==> config.mk <==
export PLATFORM = sky130hd
export DESIGN_NAME = simd_minmax_top
export DESIGN_NICKNAME = d
export VERILOG_FILES = /design/src/common/simd_pkg.sv /design/src/rtl/lane/minmax_lane.sv /design/src/rtl/operand_unpack.sv /design/src/rtl/pipe_stage.sv /design/src/rtl/result_pack.sv /design/src/rtl/simd_minmax_top.sv
export VERILOG_INCLUDE_DIRS = /design/src /design/src/common
export SDC_FILE = /design/constraint.sdc
export NUM_CORES = 1
export LEC_CHECK = 0
export BUFFER_PORTS_ARGS = -buffer_cell sky130_fd_sc_hd__buf_2
export CORE_MARGIN = 10
export CORE_UTILIZATION = 23
export DETAILED_ROUTE_END_ITERATION = 16
export GPL_ROUTABILITY_DRIVEN = 0
export SLEW_MARGIN = 10
export SYNTH_ARGS = -nofsm -noshare
export SYNTH_HDL_FRONTEND = slang
export SYNTH_HIERARCHICAL = 1
export SYNTH_SLANG_ARGS = --single-unit
export TNS_END_PERCENT = 1
==> constraint.sdc <==
create_clock -name clk_i -period 1.5 [get_ports clk_i]
set_input_delay 0.3 -clock clk_i [delete_from_list [all_inputs] [get_ports clk_i]]
set_output_delay 0.3 -clock clk_i [all_outputs]
set_load 0.01 [all_outputs]
==> src/common/simd_settings.svh <==
// Widths, flag positions, pipeline depth and canonical NaNs of the SIMD min/max slice
// Include wherever these values are needed
`ifndef SIMD_SETTINGS_SVH
`define SIMD_SETTINGS_SVH

`define SIMD_WIDTH     32
`define SIMD_LANES     2
`define SIMD_PIPE_REGS 2   // At least 1

// Status flag positions
`define SIMD_FLAG_W    5
`define FLAG_NV        4
`define FLAG_DZ        3
`define FLAG_OF        2
`define FLAG_UF        1
`define FLAG_NX        0

// Stage payload is result word, two flag sets, fmt_half, vectorial and mask
`define SIMD_STAGE_W   (`SIMD_WIDTH + 2*`SIMD_FLAG_W + 2 + `SIMD_LANES)

`define FP32_QNAN      32'h7fc0_0000
`define FP16_QNAN      16'h7e00

`endif

==> src/common/simd_pkg.sv <==
// Shared types of the SIMD min/max slice
// Import into modules that look at a datapath word lane by lane
`include "simd_settings.svh"

package simd_pkg;

  localparam int unsigned HALF_W = `SIMD_WIDTH / `SIMD_LANES;

  // One datapath word seen as a single FP32 value or as two FP16 values
  typedef union packed {
    logic [`SIMD_WIDTH-1:0]             fp32;
    logic [`SIMD_LANES-1:0][HALF_W-1:0] fp16;  // Lane 0 in bits 15:0
  } simd_word_u;

endpackage

==> src/rtl/lane/minmax_lane.sv <==
// One lane of IEEE minNum/maxNum with NaN handling and the invalid flag
// Lane 0 handles FP32 and FP16, upper lanes handle FP16 only
`timescale 1ns/1ns
`include "simd_settings.svh"

module minmax_lane
  import simd_pkg::*;
#(
  parameter bit HasFp32 = 1'b1
) (
  input  simd_word_u              a_i,
  input  simd_word_u              b_i,
  input  logic                    fmt_half_i,
  input  logic                    op_max_i,
  output logic [`SIMD_WIDTH-1:0]  res_o,
  output logic [`SIMD_FLAG_W-1:0] flags_o
);

  // An FP16-only lane is the upper lane and reads the upper half
  localparam int unsigned HALF_IDX = HasFp32 ? 0 : 1;

  logic              is_half;
  logic [HALF_W-1:0] a_h, b_h;
  logic [31:0]       key_a, key_b;  // Sign-magnitude keys, FP16 left aligned
  logic [1:0]        cls_a, cls_b;  // {nan, snan}
  logic              a_lt_b, pick_a;

  // Returns {nan, signaling nan} for either format
  function automatic logic [1:0] nan_class(logic [31:0] w, logic half);
    logic nan;
    logic quiet;
    if (half) begin
      nan   = &w[14:10] & |w[9:0];
      quiet = w[9];
    end else begin
      nan   = &w[30:23] & |w[22:0];
      quiet = w[22];
    end
    return {nan, nan & ~quiet};
  endfunction

  assign is_half = fmt_half_i | ~HasFp32;
  assign a_h     = a_i.fp16[HALF_IDX];
  assign b_h     = b_i.fp16[HALF_IDX];

  assign key_a = is_half ? {a_h, 16'h0000} : a_i.fp32;
  assign key_b = is_half ? {b_h, 16'h0000} : b_i.fp32;

  assign cls_a = nan_class(is_half ? {16'h0000, a_h} : a_i.fp32, is_half);
  assign cls_b = nan_class(is_half ? {16'h0000, b_h} : b_i.fp32, is_half);

  // ------------------------------
  // Ordering, -0 sits below +0
  // ------------------------------
  always_comb begin
    if (key_a[31] != key_b[31]) begin
      a_lt_b = key_a[31];
    end else if (key_a[31]) begin
      a_lt_b = key_a[30:0] > key_b[30:0];  // Both negative
    end else begin
      a_lt_b = key_a[30:0] < key_b[30:0];
    end
  end

  always_comb begin
    pick_a = op_max_i ? ~a_lt_b : a_lt_b;
    if (cls_a[1]) pick_a = 1'b0;  // A single NaN loses to the number
    else if (cls_b[1]) pick_a = 1'b1;

    if (cls_a[1] && cls_b[1]) begin
      res_o = is_half ? {16'hffff, `FP16_QNAN} : `FP32_QNAN;
    end else if (is_half) begin
      res_o = {16'hffff, pick_a ? a_h : b_h};  // NaN-boxed
    end else begin
      res_o = pick_a ? a_i.fp32 : b_i.fp32;
    end
  end

  always_comb begin
    flags_o          = '0;
    flags_o[`FLAG_NV] = cls_a[0] | cls_b[0];
  end

endmodule

==> src/rtl/operand_unpack.sv <==
// Splits both operands into lane values for the min/max lanes
// FP16 scalars that are not NaN-boxed become the canonical FP16 NaN
`timescale 1ns/1ns
`include "simd_settings.svh"

module operand_unpack
  import simd_pkg::*;
(
  input  logic [`SIMD_WIDTH-1:0] operand_a_i,
  input  logic [`SIMD_WIDTH-1:0] operand_b_i,
  input  logic                   fmt_half_i,
  input  logic                   vectorial_i,
  output simd_word_u             lane_a_o,
  output simd_word_u             lane_b_o
);

  logic scalar_half;

  // A narrow scalar is valid only with all ones above it
  function automatic logic is_boxed(logic [`SIMD_WIDTH-1:0] w);
    return &w[`SIMD_WIDTH-1:HALF_W];
  endfunction

  assign scalar_half = fmt_half_i & ~vectorial_i;

  always_comb begin
    lane_a_o.fp32 = operand_a_i;  // Vectors and FP32 pass as they are
    lane_b_o.fp32 = operand_b_i;

    if (scalar_half && !is_boxed(operand_a_i)) begin
      lane_a_o.fp16[0] = `FP16_QNAN;
    end
    if (scalar_half && !is_boxed(operand_b_i)) begin
      lane_b_o.fp16[0] = `FP16_QNAN;
    end
  end

endmodule

==> src/rtl/pipe_stage.sv <==
// One valid/ready register stage of the min/max pipeline
// Chain stages back to back, the flush clears every valid bit
`timescale 1ns/1ns
`include "simd_settings.svh"

module pipe_stage (
  input  logic                     clk_i,
  input  logic                     rst_n_i,
  input  logic                     flush_i,
  // Upstream side
  input  logic                     valid_i,
  output logic                     ready_o,
  input  logic [`SIMD_STAGE_W-1:0] data_i,
  // Downstream side
  output logic                     valid_o,
  input  logic                     ready_i,
  output logic [`SIMD_STAGE_W-1:0] data_o
);

  logic                     valid_q;
  logic [`SIMD_STAGE_W-1:0] data_q;
  logic                     accept;

  // Advance when the next stage takes our item or we only hold a bubble
  assign ready_o = ready_i | ~valid_q;
  assign accept  = valid_i & ready_o;

  always_ff @(posedge clk_i or negedge rst_n_i) begin
    if (!rst_n_i) begin
      valid_q <= 1'b0;
    end else if (flush_i) begin
      valid_q <= 1'b0;  // Drops items taken on this edge too
    end else if (ready_o) begin
      valid_q <= valid_i;
    end
  end

  always_ff @(posedge clk_i) begin
    if (accept) data_q <= data_i;
  end

  assign valid_o = valid_q;
  assign data_o  = data_q;

endmodule

==> src/rtl/result_pack.sv <==
// Builds the output word from the lane results and collapses the status
// NaN-boxes scalar FP16 results, lane 1 only counts for vectors
`timescale 1ns/1ns
`include "simd_settings.svh"

module result_pack
  import simd_pkg::*;
(
  input  logic [`SIMD_WIDTH-1:0]  res0_i,
  input  logic [`SIMD_WIDTH-1:0]  res1_i,
  input  logic [`SIMD_FLAG_W-1:0] flags0_i,
  input  logic [`SIMD_FLAG_W-1:0] flags1_i,
  input  logic                    fmt_half_i,
  input  logic                    vectorial_i,
  input  logic [`SIMD_LANES-1:0]  simd_mask_i,
  output logic [`SIMD_WIDTH-1:0]  result_o,
  output logic [`SIMD_FLAG_W-1:0] status_o
);

  simd_word_u packed_w;

  always_comb begin
    packed_w.fp32 = res0_i;  // FP32 takes lane 0 as is
    if (fmt_half_i) begin
      packed_w.fp16[0] = res0_i[HALF_W-1:0];
      packed_w.fp16[1] = vectorial_i ? res1_i[HALF_W-1:0] : 16'hffff;
    end
  end

  assign result_o = packed_w.fp32;

  // Masked OR over lanes
  assign status_o = (flags0_i & {`SIMD_FLAG_W{simd_mask_i[0]}})
                  | (flags1_i & {`SIMD_FLAG_W{simd_mask_i[1] & vectorial_i}});

endmodule

==> src/rtl/simd_minmax_top.sv <==
// Two-lane SIMD floating-point min/max slice, one FP32 or two FP16 values per word
// Valid/ready on both sides, SIMD_PIPE_REGS register stages, synchronous flush
`timescale 1ns/1ns
`include "simd_settings.svh"

module simd_minmax_top
  import simd_pkg::*;
(
  input  logic                    clk_i,
  input  logic                    rst_n_i,
  input  logic [`SIMD_WIDTH-1:0]  operand_a_i,
  input  logic [`SIMD_WIDTH-1:0]  operand_b_i,
  input  logic                    op_max_i,     // 1 max, 0 min
  input  logic                    fmt_half_i,
  input  logic                    vectorial_i,
  input  logic [`SIMD_LANES-1:0]  simd_mask_i,
  input  logic                    in_valid_i,
  output logic                    in_ready_o,
  input  logic                    flush_i,
  output logic [`SIMD_WIDTH-1:0]  result_o,
  output logic [`SIMD_FLAG_W-1:0] status_o,
  output logic                    out_valid_o,
  input  logic                    out_ready_i,
  output logic                    busy_o
);

  localparam int unsigned NREGS = `SIMD_PIPE_REGS;

  logic                     vectorial;
  simd_word_u               lane_a, lane_b;
  logic [`SIMD_WIDTH-1:0]   res0, res1;
  logic [`SIMD_FLAG_W-1:0]  flags0, flags1;
  simd_word_u               lane_word;

  // Index i holds the signals after i stages
  logic [NREGS:0]                        stg_valid, stg_ready;
  logic [NREGS:0][`SIMD_STAGE_W-1:0]     stg_data;

  logic [`SIMD_WIDTH-1:0]  out_word;
  logic [`SIMD_FLAG_W-1:0] out_flags0, out_flags1;
  logic                    out_half, out_vec;
  logic [`SIMD_LANES-1:0]  out_mask;

  // ------------------------------
  // Input side and lanes
  // ------------------------------
  assign vectorial = vectorial_i & fmt_half_i;  // Vectors exist only for FP16

  operand_unpack u_unpack (
    .operand_a_i (operand_a_i),
    .operand_b_i (operand_b_i),
    .fmt_half_i  (fmt_half_i),
    .vectorial_i (vectorial),
    .lane_a_o    (lane_a),
    .lane_b_o    (lane_b)
  );

  minmax_lane #(.HasFp32(1'b1)) u_lane0 (
    .a_i        (lane_a),
    .b_i        (lane_b),
    .fmt_half_i (fmt_half_i),
    .op_max_i   (op_max_i),
    .res_o      (res0),
    .flags_o    (flags0)
  );

  minmax_lane #(.HasFp32(1'b0)) u_lane1 (
    .a_i        (lane_a),
    .b_i        (lane_b),
    .fmt_half_i (fmt_half_i),
    .op_max_i   (op_max_i),
    .res_o      (res1),
    .flags_o    (flags1)
  );

  // Lane 1's half rides in the upper half of the staged word
  always_comb begin
    lane_word.fp32 = res0;
    if (fmt_half_i) lane_word.fp16[1] = res1[HALF_W-1:0];
  end

  // ------------------------------
  // Register stages
  // ------------------------------
  assign stg_valid[0] = in_valid_i;
  assign stg_data[0]  = {lane_word.fp32, flags1, flags0, fmt_half_i, vectorial, simd_mask_i};
  assign in_ready_o   = stg_ready[0];

  for (genvar i = 0; i < NREGS; i++) begin : gen_stage
    pipe_stage u_stage (
      .clk_i   (clk_i),
      .rst_n_i (rst_n_i),
      .flush_i (flush_i),
      .valid_i (stg_valid[i]),
      .ready_o (stg_ready[i]),
      .data_i  (stg_data[i]),
      .valid_o (stg_valid[i+1]),
      .ready_i (stg_ready[i+1]),
      .data_o  (stg_data[i+1])
    );
  end

  assign stg_ready[NREGS] = out_ready_i;
  assign out_valid_o      = stg_valid[NREGS];
  assign busy_o           = |stg_valid[NREGS:1];

  // ------------------------------
  // Output side
  // ------------------------------
  assign {out_word, out_flags1, out_flags0, out_half, out_vec, out_mask} = stg_data[NREGS];

  result_pack u_pack (
    .res0_i      (out_word),
    .res1_i      ({16'hffff, out_word[`SIMD_WIDTH-1:HALF_W]}),
    .flags0_i    (out_flags0),
    .flags1_i    (out_flags1),
    .fmt_half_i  (out_half),
    .vectorial_i (out_vec),
    .simd_mask_i (out_mask),
    .result_o    (result_o),
    .status_o    (status_o)
  );

endmodule

* After elaboration in Yosys (flattened, before gate mapping)
Index checks and enable logic that the tools add are counted.
** Word-level totals
- Flip-flop bits (word level) :: 78
- Word-level logic and storage cells :: 98
** Operators by class
- $lt $le $gt $ge :: 4
- Eq/ne operators :: 2
- Muxes and demuxes :: 34
- Bitwise gates (word level) :: 31
- Reductions and logical operators :: 23
** Operator list (number)
- $mux W32 :: 7
- $mux W16 :: 7
- $gt A31 B31 Y1 :: 2
- $lt A31 B31 Y1 :: 2
- $mux W31 :: 2
- $reduce_or A23 Y1 :: 2
- $reduce_or A10 Y1 :: 4
- $reduce_and A16 Y1 :: 2
- $reduce_and A5 Y1 :: 4
- $mux W1 :: 18
- $reduce_and A8 Y1 :: 2
- $and A1 B1 Y1 :: 15
- $and A5 B5 Y5 :: 2
- $not A1 Y1 :: 9
- $or A5 B5 Y5 :: 1
- $logic_and A1 B1 Y1 :: 4
- $or A1 B1 Y1 :: 4
- $reduce_bool A2 Y1 :: 2
- $logic_not A1 Y1 :: 2
- $ne A1 B1 Y1 :: 2
- $reduce_or A2 Y1 :: 1

* Depth between registers and ports, before layout
Gate-level depths: netlist (run 1).
- Depth in word-level cells :: 17
- Gate-level depth with buffers :: 21

* Hierarchy
The synthesis (run 1) kept the hierarchy.
** By module, submodules not included
- pipe_stage :: instances 2, cells an instance 51, area an instance 1441.4 µm², seq. area each 1406.3 µm²
- minmax_lane (u_lane0) :: instances 1, cells an instance 294, area an instance 2169.6 µm², seq. area each 0.0 µm²
- minmax_lane (u_lane1) :: instances 1, cells an instance 147, area an instance 1018.5 µm², seq. area each 0.0 µm²
- operand_unpack :: instances 1, cells an instance 77, area an instance 554.3 µm², seq. area each 0.0 µm²
- result_pack :: instances 1, cells an instance 46, area an instance 376.6 µm², seq. area each 0.0 µm²
- simd_minmax_top :: instances 1, cells an instance 21, area an instance 262.8 µm², seq. area each 0.0 µm²

* Worst setup path before layout (run 1)
No wires, ideal clock.
- Path kind :: input to register
- From :: input fmt_half_i
- To :: register gen_stage[0].u_stage.data_q[35] (data pin)
- Library setup time :: 260 ps
- Arrival time :: 4158 ps
- Data required time :: 1240 ps
- Slack :: -2919 ps
- Cell stages on the path :: 20
- Cells stage by stage :: buf_6 > buf_12 > and2_2 > nor2b_1 > o41ai_2 > buf_2 > and2_1 > mux2_2 > ha_1 > a21oi_1 > o21ai_0 > a221o_1 > nor3_2 > a31oi_1 > and3_4 > o31a_1 > buf_6 > buf_6 > a221o_1 > mux2_4
** RTL lines
- start, declared :: line simd_minmax_top.sv:14 : input logic fmt_half_i,
- end signal, assigned :: line pipe_stage.sv:39 : if (accept) data_q <= data_i;
- end, declared :: line pipe_stage.sv:21 : logic [`SIMD_STAGE_W-1:0] data_q;

==> impl_metrics.env, run 1 <==
export IMPL_clk_root_buffer_cell="clkbuf_16"
export IMPL_r2r_start="gen_stage[1].u_stage/valid_o"
export IMPL_postRouteAntennaNets=0
export IMPL_fin_crit_ns=4.315
export IMPL_clock_skew_final_ns=0.007927
export IMPL_die_height_um=196.2
export IMPL_violations="setup timing"
export IMPL_dpl_cell_count=1228
export IMPL_maxCapViolations=0
export IMPL_vias=5890
export IMPL_pin_count=114
export IMPL_min_delay_start="flush_i"
export IMPL_h_tree_depth=3
export IMPL_ff2ff_path_depth=4
export IMPL_final_cells=1252
export IMPL_hold_class="in2reg"
export IMPL_start_util_pct=23.33
export IMPL_rsz0062_at_grt="yes"
export IMPL_grt_max_degree=86
export IMPL_cts_num_sinks=94
export IMPL_drc=0
export IMPL_critPathMaxFanout=6
export IMPL_via_per_inst=4.704
export IMPL_status="finished with violations"
export IMPL_slew_violations=0
export IMPL_max_slew_margin_rel_pct=32.81
export IMPL_first_pass_iters=5
export IMPL_drive_gt1_share_pct=41.40
export IMPL_setup_viol_count_final=54
export IMPL_p_leak_nw=3.922
export IMPL_tritoncts="done"
export IMPL_r2r_end="gen_stage[0].u_stage/data_o[24]"
export IMPL_post_drt_wl_per_cell_um=18.90
export IMPL_dp_hpwl_mm=18.95
export IMPL_core_sq_um=30590
export IMPL_holdPathEnd="gen_stage[0].u_stage/valid_o"
export IMPL_syn_to_final_growth_pct=30.05
export IMPL_synth_cells=669
export IMPL_tightest_slew_ns=1.008
export IMPL_ir_worst_vdd_uv=588.0
export IMPL_pre_cts_slack_ns=-3.323
export IMPL_num_rows=64
export IMPL_drt_wl_total_mm=23.67
export IMPL_r2r_slack_ns=0.14
export IMPL_crit_type="in2reg"
export IMPL_clk_latency_ns=0.34
export IMPL_first_global_vias=5855
export IMPL_period_share_pct=287.7
export IMPL_grt_ovfl_total=0
export IMPL_hold_viol=0
export IMPL_grt_first_pass_wirelength_mm=35.08
export IMPL_numCtsBuffers=9
export IMPL_cp_start_kind="input pin"
export IMPL_power_mw=7.930
export IMPL_synth_area_per_cell_sq_um=10.67
export IMPL_finish_net_count=970
export IMPL_hold_ws_ns=0.1348
export IMPL_fmax_ghz=0.2317
export IMPL_clockBufferDepth=2
export IMPL_p_per_area_nw_per_um2=854.4
export IMPL_first_iter_violations=493
export IMPL_crit_path_end_kind="register"
export IMPL_portBuffers=113
export IMPL_track_usage_pct=11.78
export IMPL_required_ns=1.59
export IMPL_ys_warn_count=6
export IMPL_clkTransAtPathRegs_ns=0.07
export IMPL_die_width_um=196.2
export IMPL_nFillCells=3154
export IMPL_setup_ws_ns=-2.815
export IMPL_arrival_ns=4.40
export IMPL_die_area_sq_um=38470
export IMPL_hold_depth=2
export IMPL_grt_antenna_before_repair=4
export IMPL_syn_area_sq_um=7137
-- final cells by class --
class | count | area, sq um | area share, %
diodes | 1 | 2.502 | 0.02696
clock buffers | 9 | 225.2 | 2.427
clock inverters | 7 | 63.81 | 0.6875
inverters | 28 | 105.1 | 1.132
multi-input cells | 468 | 3865 | 41.64
flip-flops and latches | 94 | 2814 | 30.32
well taps | 396 | 495.5 | 5.338
repair buffers | 249 | 1710 | 18.43
-- through the flow --
step	util [%]	area (sq um)	setup TNS, ns
3_3_place_gp	28.82	8815	-98.09
4_1_cts	30.08	9201	-88.91
3_5_place_dp	28.82	8815	-100.52
2_1_floorplan	-	7323	-78.71
6_report	30.34	9281	-91.17
5_1_grt	30.34	9281	-96.81
-- registers in the layout, summed over array words and instances, names as in the netlist --
register	count
gen_stage.u_stage/data_o	92
gen_stage.u_stage/valid_o	2
-- critical path: stages --
cell and delay (ns):
buf_2 0.09, nand4_1 0.22, o41ai_2 0.42, buf_4 0.21, or2b_1 0.28, mux2i_2 0.24, ha_4 0.25, a21o_1 0.15
a21o_1 0.17, a221o_1 0.36, buf_6 0.13, nor3_4 0.17, a31oi_2 0.14, and3_4 0.18, o31a_1 0.27, buf_12 0.14
buf_6 0.12, a221o_1 0.29, mux2_4 0.28
-- power breakdown --
part / leakage, nW / internal [mW] / switching, mW
clock network: 0.142 / 1.16 / 1.02
logic: 2.88 / 1.25 / 1.27
registers: 0.900 / 3.16 / 0.0654
total: 3.92 / 5.58 / 2.35
-- layer usage --
metal / global-route usage (%) / share of wire, %
met5: 0 / 0.19
met2: 19.66 / 48
met3: 2.302 / 5.8
met4: 6.420 / 4.3
met1: 13.95 / 42
-- worst max path at each step --
stage | depth (start not counted) | slack, ns | to | from
floorplan | 16 | -2.68 | gen_stage[0].u_stage/data_o[35] | operand_a_i[20]
global placement | 17 | -3.22 | gen_stage[0].u_stage/data_o[27] | operand_b_i[30]
detailed placement | 17 | -3.32 | gen_stage[0].u_stage/data_o[27] | operand_a_i[20]
CTS | 20 | -2.75 | gen_stage[0].u_stage/data_o[45] | operand_b_i[18]
global route | 18 | -2.92 | gen_stage[0].u_stage/data_o[33] | operand_b_i[25]
finish | 19 | -2.82 | gen_stage[0].u_stage/data_o[45] | operand_b_i[25]
-- cell usage in the layout, fill, tap and decap left out, drive strengths merged, types with 10 or more instances in the layout --
cell	instances
nand2b	28
a22o	10
or2b	12
a21o	11
nand2	27
buf	248
mux2i	24
edfxtp	92
nor2b	19
mux2	29
inv	32
a32o	16
a21oi	35
and2	24
nor2	38
nand4	23
o22a	14
ha	46
o21ai	17
nor4	13
-- repair_timing --
action                                 CTS  global route
setup endpoints to repair               55            55
gates resized for setup                 18            13
setup buffers                            4             3
hold buffers                             1             0
endpoints found under the hold margin    2             0
pin swaps                               18            12
(Power assumes the default switching activity.)
==> inputs of run 2 (changes only) <==
Settings changed: CORE_MARGIN 10 to default, CORE_UTILIZATION 23 to 45, PLACE_DENSITY from default to 0.66.
==> run 2 against run 1 <==
The flow still finishes with violations (setup timing). Sequential power is essentially flat. Global-route usage rose by 13 points. Total power decreased by 2.5%. Count of clock-buffer cells in the layout did not move. Worst hold slack better by 0.0082 ns. Sequential share of layout area up 0.63 points. Utilization up 29 points. Largest cell class unchanged. Critical path depth is the same. Register-to-register slack improved by 0.04 ns.
==> impl_metrics.env, run 2 (synthesis results as in run 1) <==
export IMPL_seqPwrFrac_pct=41.8
export IMPL_layout_common_cells="122 x buf_4, 100 x buf_2, 92 x edfxtp_1"
export IMPL_fin_crit_ns=4.076
export IMPL_drt_wl_total_mm=19.98
export IMPL_ff2ff_path_depth=4
export IMPL_n_antenna_cell=0
export IMPL_die_area_sq_um=16370
export IMPL_tightest_slew_ns=0.5698
export IMPL_hold_viol=0
export IMPL_grt_first_pass_wirelength_mm=30.86
export IMPL_setup_viol_count_final=55
export IMPL_maxCapViolations=0
export IMPL_hold_class="in2reg"
export IMPL_internal_power_mw=5.513
export IMPL_p_switching_mw=2.219
export IMPL_hold_depth=2
export IMPL_crit_path_end_kind="register"
export IMPL_tritoncts="done"
export IMPL_combPwrFrac_pct=31.9
export IMPL_slowest_delay_ns=0.41
export IMPL_power_mw=7.732
export IMPL_grt_ovfl_total=0
export IMPL_ir_worst_vdd_uv=476.5
export IMPL_clk_root_buffer_cell="clkbuf_16"
export IMPL_post_drt_wl_per_cell_um=18.81
export IMPL_routed_wl_met2_mm=9.549
export IMPL_portBuffers=113
export IMPL_num_rows=45
export IMPL_die_width_um=127.9
export IMPL_track_usage_pct=24.71
export IMPL_drc=0
export IMPL_first_pass_iters=6
export IMPL_wl_met3_mm=1.341
export IMPL_critPathMaxFanout=10
export IMPL_fmax_ghz=0.2453
export IMPL_largest_reg_flops=92
export IMPL_multiInputGateArea_sq_um=3890
export IMPL_slowest_stage="a221o_1"
export IMPL_max_slew_margin_rel_pct=61.66
export IMPL_start_util_pct=46.60
export IMPL_clk_latency_ns=0.33
export IMPL_nFillCells=1306
export IMPL_path_common_cell="buf_4"
export IMPL_cp_start_kind="input pin"
export IMPL_violations="setup timing"
export IMPL_drive_gt1_share_pct=41.36
export IMPL_crit_chain="buf_4 -> and2_4 -> nor2b_4 -> o41ai_2 -> buf_4 -> buf_4 -> and2_1 -> mux2i_2 -> ha_4 -> nand4_1 -> nor2_1 -> a221o_1 -> nor3_4 -> a221oi_4 -> and3_4 -> o31a_1 -> buf_6 -> a221o_1 -> mux2_2"
export IMPL_rsz0062_at_grt="yes"
export IMPL_seq_area_sq_um=2813
export IMPL_slew_violations=0
export IMPL_p_sw_share_pct=28.70
export IMPL_clockPowerShare_pct=26.3
export IMPL_arrival_ns=4.16
export IMPL_postRouteAntennaNets=0
export IMPL_cts_num_sinks=94
export IMPL_final_cells=1062
export IMPL_top_layer="met4"
export IMPL_clockBufferDepth=2
export IMPL_clock_skew_final_ns=0.005121
export IMPL_vias=6002
export IMPL_p_leak_nw=3.905
export IMPL_syn_to_final_growth_pct=27.33
export IMPL_period_share_pct=271.7
export IMPL_status="finished with violations"
export IMPL_crit_type="in2reg"
export IMPL_r2r_slack_ns=0.18
export IMPL_final_common_cell="buf_4"
export IMPL_dp_hpwl_mm=15.52
export IMPL_numCtsBuffers=9
export IMPL_grt_max_degree=57
export IMPL_core_sq_um=15310
export IMPL_die_height_um=127.9
export IMPL_finish_net_count=966
export IMPL_first_iter_violations=639
export IMPL_clkTransAtPathRegs_ns=0.06
export IMPL_via_per_inst=5.652
export IMPL_dpl_cell_count=1041
export IMPL_grt_antenna_before_repair=0
export IMPL_first_global_vias=5910
export IMPL_h_tree_depth=3
export IMPL_setup_ws_ns=-2.576
export IMPL_required_ns=1.58
export IMPL_m1WireLength_mm=8.458
export IMPL_p_per_area_nw_per_um2=850.9
export IMPL_pin_count=114
run 2: changes by cell type in the layout (fill, tap and decap cells not counted), moves of 2 or more:
cell      previous run  this run
and2_1              13        16
or2b_1              12        10
and2_4              10         8
buf_2              110       100
inv_8                3         0
nor4_1              11         7
buf_4              124       122
buf_6                7        14
inv_6                1         3
or2b_4               0         2
nor4_2               1         6
clkinv_1             0         2
run 2: routing by layer:
layer / GRT usage, % / vias to the layer above
met5: 0 / -
met3: 4.007 / 43
met1: 31.46 / 2870
met2: 40.82 / 260
li1: - / 2829
met4: 12.18 / 0
run 2: area by class of cell:
cell class	count	share of cell area, %
flip-flops and latches	94	30.95
well taps	211	2.905
clock inverters	7	0.5094
clock buffers	9	2.478
repair buffers	245	19.19
inverters	28	1.157
multi-input cells	468	42.81
run 2: metrics by stage:
step	cell area, sq um	setup slack [ns]	hold slack (ns)	setup TNS (ns)	util [%]
finish	9087	-2.576	0.1429	-83.65	59.34
global route	9087	-2.710	0.1341	-89.67	59.34
global placement	8581	-2.881	0.08451	-90.90	56.03
floorplan	7323	-2.678	0.004409	-78.71	-
CTS	8977	-2.485	0.1283	-81.43	58.62
detailed placement	8581	-3.025	0.09256	-95.38	56.03
run 2: final timing paths:
kind	from	end
max	fmt_half_i	gen_stage[0].u_stage/data_o[45]
min	flush_i	gen_stage[0].u_stage/valid_o
min reg2reg	gen_stage[0].u_stage/data_o[11]	gen_stage[1].u_stage/data_o[11]
min in group asynchronous	rst_n_i	gen_stage[1].u_stage/valid_o
max reg2reg	gen_stage[1].u_stage/valid_o	gen_stage[0].u_stage/data_o[2]
max in group asynchronous	rst_n_i	gen_stage[0].u_stage/valid_o
run 2: repair_timing:
item | 4_1_cts | 5_1_grt
resized for setup | 18 | 17
pin swaps | 14 | 13
buffers inserted | 2 | 2
endpoints found under the hold margin | 2 | 0
hold buffers | 1 | 0
endpoints found under the setup margin | 56 | 56
run 2: worst max-delay path, delay by kind of cell:
family | cells | cell delay (ns)
AND/OR/NAND/NOR | 7 | 1.29
AO/OA/AOI/OAI | 5 | 1.20
buffers and inverters | 4 | 0.60
adder cells (fa/ha/maj) | 1 | 0.24
multiplexers | 2 | 0.52
run 2: power groups by stage:
| stage | combinational, mW | clock, mW | sequential [mW] |
|---|---|---|---|
| CTS | 2.38 | 2.10 | 3.24 |
| floorplan | 1.56 | 0 | 3.26 |
| global route | 2.63 | 2.21 | 3.25 |
| finish | 2.46 | 2.04 | 3.23 |
| global placement | 2.25 | 0 | 3.28 |
| detailed placement | 2.32 | 0 | 3.29 |
